## src/decode_pkg.sv

```systemverilog
`default_nettype none

package decode_pkg;

	localparam int insn_width = 32;
	localparam int reg_index_width = 5;
	localparam int reg_count = 32;
	localparam int stack_reg = 29;	// Stack pointer

	// Major opcodes
	localparam logic [5:0] r_type = 6'b000000;
	localparam logic [5:0] mul_op = 6'b011100;
	localparam logic [5:0] regimm = 6'b000001;
	localparam logic [5:0] addi = 6'b001000;
	localparam logic [5:0] addiu = 6'b001001;
	localparam logic [5:0] slti = 6'b001010;
	localparam logic [5:0] sltiu = 6'b001011;
	localparam logic [5:0] ori = 6'b001101;
	localparam logic [5:0] xori = 6'b001110;
	localparam logic [5:0] lui = 6'b001111;
	localparam logic [5:0] lw = 6'b100011;
	localparam logic [5:0] sw = 6'b101011;
	localparam logic [5:0] lb = 6'b100000;
	localparam logic [5:0] lbu = 6'b100100;
	localparam logic [5:0] sb = 6'b101000;
	localparam logic [5:0] beq = 6'b000100;
	localparam logic [5:0] bne = 6'b000101;
	localparam logic [5:0] blez = 6'b000110;
	localparam logic [5:0] bgtz = 6'b000111;
	localparam logic [5:0] j = 6'b000010;
	localparam logic [5:0] jal = 6'b000011;

	// R-type function field
	localparam logic [5:0] add_func = 6'b100000;
	localparam logic [5:0] addu_func = 6'b100001;
	localparam logic [5:0] sub_func = 6'b100010;
	localparam logic [5:0] subu_func = 6'b100011;
	localparam logic [5:0] mult_func = 6'b011000;
	localparam logic [5:0] multu_func = 6'b011001;
	localparam logic [5:0] div_func = 6'b011010;
	localparam logic [5:0] divu_func = 6'b011011;
	localparam logic [5:0] mfhi_func = 6'b010000;
	localparam logic [5:0] mflo_func = 6'b010010;
	localparam logic [5:0] slt_func = 6'b101010;
	localparam logic [5:0] sltu_func = 6'b101011;
	localparam logic [5:0] sll_func = 6'b000000;
	localparam logic [5:0] sllv_func = 6'b000100;
	localparam logic [5:0] srl_func = 6'b000010;
	localparam logic [5:0] srlv_func = 6'b000110;
	localparam logic [5:0] sra_func = 6'b000011;
	localparam logic [5:0] srav_func = 6'b000111;
	localparam logic [5:0] and_func = 6'b100100;
	localparam logic [5:0] or_func = 6'b100101;
	localparam logic [5:0] xor_func = 6'b100110;
	localparam logic [5:0] nor_func = 6'b100111;
	localparam logic [5:0] jalr_func = 6'b001001;
	localparam logic [5:0] jr_func = 6'b001000;
	localparam logic [5:0] mul_func = 6'b000010;	// Only under mul_op

	// REGIMM rt field
	localparam logic [4:0] bltz = 5'b00000;
	localparam logic [4:0] bgez = 5'b00001;

	typedef enum logic [2:0] {
		class_r,	// Encoding zero, reset value
		class_i,
		class_regimm,
		class_j,
		class_none
	} insn_class_t;

	typedef struct packed {
		logic [5:0] opcode;
		logic [reg_index_width-1:0] rs;
		logic [reg_index_width-1:0] rt;
		logic [reg_index_width-1:0] rd;
		logic [4:0] shamt;
		logic [5:0] funct;
	} insn_r_t;

	typedef struct packed {
		logic [5:0] opcode;
		logic [reg_index_width-1:0] rs;
		logic [reg_index_width-1:0] rt;
		logic [15:0] imm16;
	} insn_i_t;

	typedef struct packed {
		logic [5:0] opcode;
		logic [25:0] target26;
	} insn_j_t;

	typedef union packed {
		insn_r_t r;
		insn_i_t i;
		insn_j_t j;
	} insn_word_t;

endpackage

`default_nettype wire

```

## src/insn_classify.sv

```systemverilog
`timescale 1ns/1ps
`default_nettype none

module insn_classify (
	input decode_pkg::insn_word_t insn,
	output logic valid,
	output decode_pkg::insn_class_t insn_class,
	output logic [decode_pkg::reg_index_width-1:0] rs_index,
	output logic [decode_pkg::reg_index_width-1:0] rt_index,
	output logic [decode_pkg::reg_index_width-1:0] rd_index,
	output logic [decode_pkg::reg_index_width-1:0] shift_amount,
	output logic [5:0] alu_op,
	output logic [decode_pkg::insn_width-1:0] immediate
);

	logic funct_known;
	logic r_valid;

	always_comb begin
		case (insn.r.funct)
			decode_pkg::add_func, decode_pkg::addu_func,
			decode_pkg::sub_func, decode_pkg::subu_func,
			decode_pkg::mult_func, decode_pkg::multu_func,
			decode_pkg::div_func, decode_pkg::divu_func,
			decode_pkg::mfhi_func, decode_pkg::mflo_func,
			decode_pkg::slt_func, decode_pkg::sltu_func,
			decode_pkg::sll_func, decode_pkg::sllv_func,
			decode_pkg::srl_func, decode_pkg::srlv_func,
			decode_pkg::sra_func, decode_pkg::srav_func,
			decode_pkg::and_func, decode_pkg::or_func,
			decode_pkg::xor_func, decode_pkg::nor_func,
			decode_pkg::jalr_func, decode_pkg::jr_func: funct_known = 1'b1;
			default: funct_known = 1'b0;
		endcase
	end

	// mul_op carries a single function
	assign r_valid = (insn.r.opcode == decode_pkg::mul_op) ?
		(insn.r.funct == decode_pkg::mul_func) : funct_known;

	always_comb begin
		valid = 1'b0;
		insn_class = decode_pkg::class_none;
		rs_index = '0;
		rt_index = '0;
		rd_index = '0;
		shift_amount = '0;
		alu_op = '0;
		immediate = '0;
		case (insn.r.opcode)
			decode_pkg::r_type, decode_pkg::mul_op: begin
				valid = r_valid;
				if (r_valid) begin
					insn_class = decode_pkg::class_r;
				end
				alu_op = insn.r.funct;
				rs_index = insn.r.rs;
				rt_index = insn.r.rt;
				rd_index = insn.r.rd;
				if (insn.r.opcode == decode_pkg::r_type) begin
					case (insn.r.funct)
						decode_pkg::mult_func, decode_pkg::multu_func,
						decode_pkg::div_func, decode_pkg::divu_func: rd_index = '0;	// HI/LO target
						decode_pkg::jr_func: begin
							rt_index = '0;
							rd_index = '0;
						end
						decode_pkg::mfhi_func, decode_pkg::mflo_func: begin
							rs_index = '0;
							rt_index = '0;
						end
						decode_pkg::sll_func, decode_pkg::srl_func, decode_pkg::sra_func: begin
							rs_index = '0;
							shift_amount = insn.r.shamt;
						end
						default: ;
					endcase
				end
			end
			decode_pkg::regimm: begin
				if (insn.i.rt == decode_pkg::bltz || insn.i.rt == decode_pkg::bgez) begin
					valid = 1'b1;
					insn_class = decode_pkg::class_regimm;
					rs_index = insn.i.rs;
					rt_index = insn.i.rt;
					alu_op = {1'b0, insn.i.rt};	// Branch kind lives in rt
					immediate = {{(decode_pkg::insn_width-16){insn.i.imm16[15]}}, insn.i.imm16};
				end
			end
			decode_pkg::j, decode_pkg::jal: begin
				valid = 1'b1;
				insn_class = decode_pkg::class_j;
				alu_op = insn.j.opcode;
				immediate = {{(decode_pkg::insn_width-26){1'b0}}, insn.j.target26};
			end
			decode_pkg::addi, decode_pkg::addiu, decode_pkg::slti, decode_pkg::sltiu,
			decode_pkg::ori, decode_pkg::xori, decode_pkg::lui, decode_pkg::lw,
			decode_pkg::sw, decode_pkg::lb, decode_pkg::lbu, decode_pkg::sb,
			decode_pkg::beq, decode_pkg::bne, decode_pkg::blez, decode_pkg::bgtz: begin
				valid = 1'b1;
				insn_class = decode_pkg::class_i;
				if (insn.i.opcode != decode_pkg::lui) begin
					rs_index = insn.i.rs;
				end
				rt_index = insn.i.rt;
				rd_index = insn.i.rt;
				alu_op = insn.i.opcode;
				immediate = {{(decode_pkg::insn_width-16){insn.i.imm16[15]}}, insn.i.imm16};
			end
			default: ;	// Unknown opcode
		endcase
	end

endmodule

`default_nettype wire

```

## src/decode_latch.sv

```systemverilog
`timescale 1ns/1ps
`default_nettype none

module decode_latch (
	input logic clock,
	input logic reset,
	input logic enable,
	input logic [decode_pkg::insn_width-1:0] pc,
	input logic [decode_pkg::insn_width-1:0] insn,
	input logic valid,
	input decode_pkg::insn_class_t insn_class,
	input logic [decode_pkg::reg_index_width-1:0] rs_index,
	input logic [decode_pkg::reg_index_width-1:0] rt_index,
	input logic [decode_pkg::reg_index_width-1:0] rd_index,
	input logic [decode_pkg::reg_index_width-1:0] shift_amount,
	input logic [5:0] alu_op,
	input logic [decode_pkg::insn_width-1:0] immediate,
	output logic [decode_pkg::insn_width-1:0] pc_out,
	output logic [decode_pkg::insn_width-1:0] insn_out,
	output decode_pkg::insn_class_t class_out,
	output logic [decode_pkg::reg_index_width-1:0] rs_out,
	output logic [decode_pkg::reg_index_width-1:0] rt_out,
	output logic [decode_pkg::reg_index_width-1:0] rd_out,
	output logic [decode_pkg::reg_index_width-1:0] shamt_out,
	output logic [5:0] alu_op_out,
	output logic [decode_pkg::insn_width-1:0] imm_out
);

	always_ff @(posedge clock) begin
		if (reset) begin
			pc_out <= '0;
			insn_out <= '0;
			class_out <= decode_pkg::class_r;	// All-zero encoding
			rs_out <= '0;
			rt_out <= '0;
			rd_out <= '0;
			shamt_out <= '0;
			alu_op_out <= '0;
			imm_out <= '0;
		end else if (enable) begin
			pc_out <= pc;
			insn_out <= insn;
			if (valid) begin	// Unknown encodings keep the old fields
				class_out <= insn_class;
				rs_out <= rs_index;
				rt_out <= rt_index;
				rd_out <= rd_index;
				shamt_out <= shift_amount;
				alu_op_out <= alu_op;
				imm_out <= immediate;
			end
		end
	end

	// Only recognised encodings ever reach the class register
	a_class_known: assert property (@(posedge clock) disable iff (reset)
		class_out != decode_pkg::class_none);

	a_enable_known: assert property (@(posedge clock) disable iff (reset)
		!$isunknown(enable));

endmodule

`default_nettype wire

```

## src/register_file.sv

```systemverilog
`timescale 1ns/1ps
`default_nettype none

module register_file #(
	parameter logic [decode_pkg::insn_width-1:0] stack_top = 32'h80120000
) (
	input logic clock,
	input logic reset,
	input logic [decode_pkg::reg_index_width-1:0] rs_index,
	input logic [decode_pkg::reg_index_width-1:0] rt_index,
	input logic write_enable,
	input logic [decode_pkg::reg_index_width-1:0] write_index,
	input logic [decode_pkg::insn_width-1:0] write_data,
	output logic [decode_pkg::insn_width-1:0] rs_data,
	output logic [decode_pkg::insn_width-1:0] rt_data
);

	localparam int data_width = decode_pkg::insn_width;

	logic [data_width-1:0] regs [decode_pkg::reg_count];

	always_ff @(posedge clock) begin
		if (reset) begin
			for (int i = 0; i < decode_pkg::reg_count; i++) begin
				if (i == decode_pkg::stack_reg) begin
					regs[i] <= stack_top;
				end else begin
					regs[i] <= data_width'(i);	// Each register holds its index
				end
			end
		end else if (write_enable && write_index != '0) begin	// r0 stays zero
			regs[write_index] <= write_data;
		end
	end

	// Old value on a same-cycle write
	assign rs_data = regs[rs_index];
	assign rt_data = regs[rt_index];

	a_write_index_known: assert property (@(posedge clock) disable iff (reset)
		write_enable |-> !$isunknown(write_index));

	// Writeback seen by the read port one cycle later
	a_write_visible: assert property (@(posedge clock) disable iff (reset)
		(write_enable && write_index != '0 && !$isunknown(write_index))
		|=> (rs_index != $past(write_index) || rs_data == $past(write_data)));

endmodule

`default_nettype wire

```

## src/decode_stage.sv

```systemverilog
`timescale 1ns/1ps
`default_nettype none

module decode_stage #(
	parameter logic [decode_pkg::insn_width-1:0] stack_top = 32'h80120000
) (
	input logic clock,
	input logic reset,
	input logic enable,
	input logic [decode_pkg::insn_width-1:0] insn,
	input logic [decode_pkg::insn_width-1:0] pc,
	input logic write_enable,
	input logic [decode_pkg::reg_index_width-1:0] write_index,
	input logic [decode_pkg::insn_width-1:0] write_data,
	output logic [decode_pkg::insn_width-1:0] pc_out,
	output logic [decode_pkg::insn_width-1:0] insn_out,
	output decode_pkg::insn_class_t class_out,
	output logic [decode_pkg::reg_index_width-1:0] rs_out,
	output logic [decode_pkg::reg_index_width-1:0] rt_out,
	output logic [decode_pkg::reg_index_width-1:0] rd_out,
	output logic [decode_pkg::reg_index_width-1:0] shamt_out,
	output logic [5:0] alu_op_out,
	output logic [decode_pkg::insn_width-1:0] imm_out,
	output logic [decode_pkg::insn_width-1:0] rs_data,
	output logic [decode_pkg::insn_width-1:0] rt_data
);

	logic dec_valid;
	decode_pkg::insn_class_t dec_class;
	logic [decode_pkg::reg_index_width-1:0] dec_rs;
	logic [decode_pkg::reg_index_width-1:0] dec_rt;
	logic [decode_pkg::reg_index_width-1:0] dec_rd;
	logic [decode_pkg::reg_index_width-1:0] dec_shamt;
	logic [5:0] dec_alu_op;
	logic [decode_pkg::insn_width-1:0] dec_imm;

	insn_classify i_classify (
		.insn(insn),
		.valid(dec_valid),
		.insn_class(dec_class),
		.rs_index(dec_rs),
		.rt_index(dec_rt),
		.rd_index(dec_rd),
		.shift_amount(dec_shamt),
		.alu_op(dec_alu_op),
		.immediate(dec_imm)
	);

	decode_latch i_latch (
		.clock(clock),
		.reset(reset),
		.enable(enable),
		.pc(pc),
		.insn(insn),
		.valid(dec_valid),
		.insn_class(dec_class),
		.rs_index(dec_rs),
		.rt_index(dec_rt),
		.rd_index(dec_rd),
		.shift_amount(dec_shamt),
		.alu_op(dec_alu_op),
		.immediate(dec_imm),
		.pc_out(pc_out),
		.insn_out(insn_out),
		.class_out(class_out),
		.rs_out(rs_out),
		.rt_out(rt_out),
		.rd_out(rd_out),
		.shamt_out(shamt_out),
		.alu_op_out(alu_op_out),
		.imm_out(imm_out)
	);

	// Reads follow the latched indices
	register_file #(
		.stack_top(stack_top)
	) i_regs (
		.clock(clock),
		.reset(reset),
		.rs_index(rs_out),
		.rt_index(rt_out),
		.write_enable(write_enable),
		.write_index(write_index),
		.write_data(write_data),
		.rs_data(rs_data),
		.rt_data(rt_data)
	);

endmodule

`default_nettype wire

```

## config.mk

```make
export PLATFORM = sky130hd
export DESIGN_NAME = decode_stage
export DESIGN_NICKNAME = d
export VERILOG_FILES = /design/src/decode_pkg.sv /design/src/insn_classify.sv /design/src/decode_latch.sv /design/src/register_file.sv /design/src/decode_stage.sv
export SDC_FILE = /design/constraint.sdc
export NUM_CORES = 2
export LEC_CHECK = 0
export ABC_AREA = 0
export BUFFER_PORTS_ARGS = -buffer_cell sky130_fd_sc_hd__buf_2
export CORE_MARGIN = 4
export CORE_UTILIZATION = 31
export CTS_BUF_LIST = sky130_fd_sc_hd__clkbuf_16
export DETAILED_ROUTE_END_ITERATION = 8
export HOLD_SLACK_MARGIN = 0.06
export SLEW_MARGIN = 20
export SYNTH_ARGS = -nofsm -noshare
export SYNTH_HDL_FRONTEND = slang
export SYNTH_SLANG_ARGS = --single-unit
export TNS_END_PERCENT = 1
```

## constraint.sdc

```tcl
create_clock -name clock -period 4.8 [get_ports clock]
set_input_delay 0.48 -clock clock [delete_from_list [all_inputs] [get_ports clock]]
set_output_delay 0.48 -clock clock [all_outputs]
set_load 0.02 [all_outputs]
```

==> results.yml <==
placement:
  gp_congestion: 0.810
  dpl.hpwl_um: 126000
  port_buffers: 293
  placedCellCount: 6278
drt:
  route.met2.wl_um: 102000
  drt_pass1_iterations: 5
  wl_met1_um: 76500
  viasPerCell: 5.62
  routedWlPerCell_um: 31.8
  drt_iter0_drc: 4395
  via_count: 37000
  antenna_left: 0
  routed_wl_um: 209000
  highest_layer: "met5"
  route.detailed.drc: 0
  met3_length_um: 21000
floorplan:
  io_pins: 294
  die_h_um: 446
  rows: 160
  initial_core_util_pct: 31.2
  die_x_um: 446
  dieArea_um2: 199000
  core_um2: 190000
global_route:
  grt_pass1_wl_um: 293000
  grt_pass1_vias: 38200
  grt_antenna_before_repair: 36
  overflow: 0
  grt_max_degree: 114
  grt_use_total_pct: 20.9
finish:
  layout_common_cells: "edfxtp_1, and2_1, mux4_2"
  mostFrequentLayoutCell: "edfxtp_1"
  syn2layout_area_growth_pct: 16.7
  drive_above_1_share_pct: 35.1
  layout.nets: 4057
  layout.cells.non_filler: 6582
  fillerInstances: 17700
  seq_area_um2: 33400
  multi_input_area_um2: 24800
timing:
  worst-slew-pin-transition_ns: 1.14
  final_hold_viol_count: 0
  skew_ns: 0.0199
  slew_headroom_pct: 24.0
  grt_setup_unrepaired: "no"
  fin_crit_sh_pct: 88.0
  slew_violations: 0
  min_period_ns: 4.22
  finalSetupViolCount: 0
  setup_tns_ns: 0
  max_clock_freq_mhz: 237
synth:
  synth_cell_type_count: 61
  ys_seq_area_share_pct: 56.2
  syn_area_per_cell_um2: 16.0
  async_flop_share_pct: 0
  synth_edf_count: 1024
  synth-main-ff-cell: "edfxtp_1"
  netlist_area_um2: 59400
  synthCells: 3704
  yosysWarnings: 0
  ys_ff_latch: 1154
setup_path:
  endpoint_kind: "primary output"
  path_class: "reg2out"
  r2r_cells: 2
  r2r-start: "i_latch.rt_out[0]$_SDFFE_PP0P_"
  cp.required_ns: 4.32
  rrSetupSlack_ns: 3.63
  cp-start-kind: "flip-flop"
  worstPathArrival_ns: 3.74
  critPathMaxFanout: 31
worst_hold_path:
  hold_end: "i_latch.alu_op_out[4]$_SDFFE_PP0P_"
  worstHoldStart: "insn[4]"
  hp-class: "in2reg"
  min_path_cells: 3
power:
  p_leak_nw: 22.8
  power_density_nw_per_um2: 339
  vdd_drop_max_uv: 233
cts:
  cts_max_path_buffers: 3
  insertion_delay_ns: 0.75
  cts_tree: "built"
  cts_root_buffer: "clkbuf_16"
  post_cts_buffers: 0
  htree_levels: 4
  clock-sinks: 1154
  cts.repair.resized: 0
  clkSlewWorstSetupHoldPaths_ns: 0.06
  numCtsBuffers: 131
outcome:
  outcome: "finished, final reports clean"
flow_run:
  max_cap_viol_count: 0
## final cells by class
type	instances	share of cell area, %
Sequential cell	1154	48.2
Multi-Input combinational cell	2148	35.8
Timing Repair Buffer	499	5.40
Clock buffer	136	4.92
Tap cell	2511	4.54
Clock inverter	96	0.981
Inverter	18	0.101
Antenna cell	20	0.0723
## where the power goes
| group | internal, W | switching (W) |
|---|---|---|
| Clock | 0.00538 | 0.00433 |
| Sequential | 0.0115 | 0.000284 |
| Combinational | 0.000811 | 0.00119 |
| Total | 0.0176 | 0.00580 |
## cells in the mapped netlist (all sizes together), types with 4 or more instances
master / instances / share of area (%)
a21o: 6 / 0.076
a21oi: 14 / 0.14
a221oi: 10 / 0.25
a22oi: 7 / 0.089
a32o: 18 / 0.30
and2: 916 / 9.7
and3: 4 / 0.042
buf: 116 / 1.3
clkbuf: 299 / 1.9
dfxtp: 130 / 4.4
edfxtp: 1024 / 52
inv: 17 / 0.11
mux2: 64 / 1.2
mux2i: 63 / 1.1
mux4: 640 / 24
nand2: 38 / 0.24
nand2b: 7 / 0.074
nand3: 15 / 0.13
nand4: 20 / 0.21
nor2: 100 / 0.63
nor2b: 6 / 0.063
o2111ai: 4 / 0.059
o21ai: 65 / 0.56
o31ai: 4 / 0.051
or3: 81 / 0.86
## routing by layer
metal | up-vias | global-route usage [%]
met3 | 469 | 5.28
met2 | 2280 | 34.8
met4 | 2 | 9.03
met1 | 19400 | 25.7
met5 | - | 0.342
li1 | 14800 | -
## registers in the layout, summed over array words and instances (netlist names), named ones only
| name | count |
|---|---|
| i_latch.rs_out | 5 |
| i_latch.insn_out | 32 |
| i_latch.class_out | 3 |
| i_regs.regs | 1024 |
| i_latch.alu_op_out | 6 |
| i_latch.imm_out | 27 |
| i_latch.shamt_out | 5 |
| i_latch.rd_out | 5 |
| i_latch.pc_out | 32 |
| i_latch.rt_out | 5 |
## timing repair
action                                  4_1_cts  5_1_grt
hold buffers                                 52        0
endpoints found under the hold margin        84        0
endpoints found under the setup margin        0        0
## worst max-delay path, cell delays in order (launching register included)
cell     delay (ns)
dfxtp_4        0.86
buf_4          0.39
mux4_2         0.53
mux4_2         0.54
mux2_2         0.37
buf_2          0.18
## cell families after synthesis
group / Yosys count / share of synthesized area, %
buffers and inverters: 433 / 3.28
DFF: 1154 / 56.2
AOI/OAI and AO/OA: 147 / 1.82
other: 1 / 0.00632
muxes: 767 / 26.6
and+or+nand+nor: 1201 / 12.1
xor gates and xnor gates: 1 / 0.0148
## metrics by stage
stage | area [um^2] | util (%) | setup slack, ns | hold WS [ns] | total power (W)
after detailed placement | 64600 | 34.0 | 1.32 | 0.453 | 0.0139
after global routing | 69200 | 36.4 | 0.421 | 0.0792 | 0.0241
after floorplan | 59500 | - | 0.753 | 0.525 | 0.0130
after CTS | 69200 | 36.4 | 0.493 | 0.0617 | 0.0236
after global placement | 64600 | 34.0 | 1.29 | 0.445 | 0.0139
final | 69200 | 36.4 | 0.578 | 0.121 | 0.0234
## worst max-delay path by stage
stage,startpoint,to,slack [ns]
3_3_place_gp,write_enable,i_regs.regs[4][25]$_SDFFCE_PN0P_,1.29
2_1_floorplan,write_index[3],i_regs.regs[20][0]$_SDFFCE_PN0P_,0.75
6_report,flip-flop,rt_data[4],0.58
3_5_place_dp,write_enable,i_regs.regs[5][3]$_SDFFCE_PN0P_,1.32
5_1_grt,flip-flop,rs_data[25],0.42
4_1_cts,flip-flop,rs_data[21],0.49
Note: power is estimated with default switching activity, not from simulation.
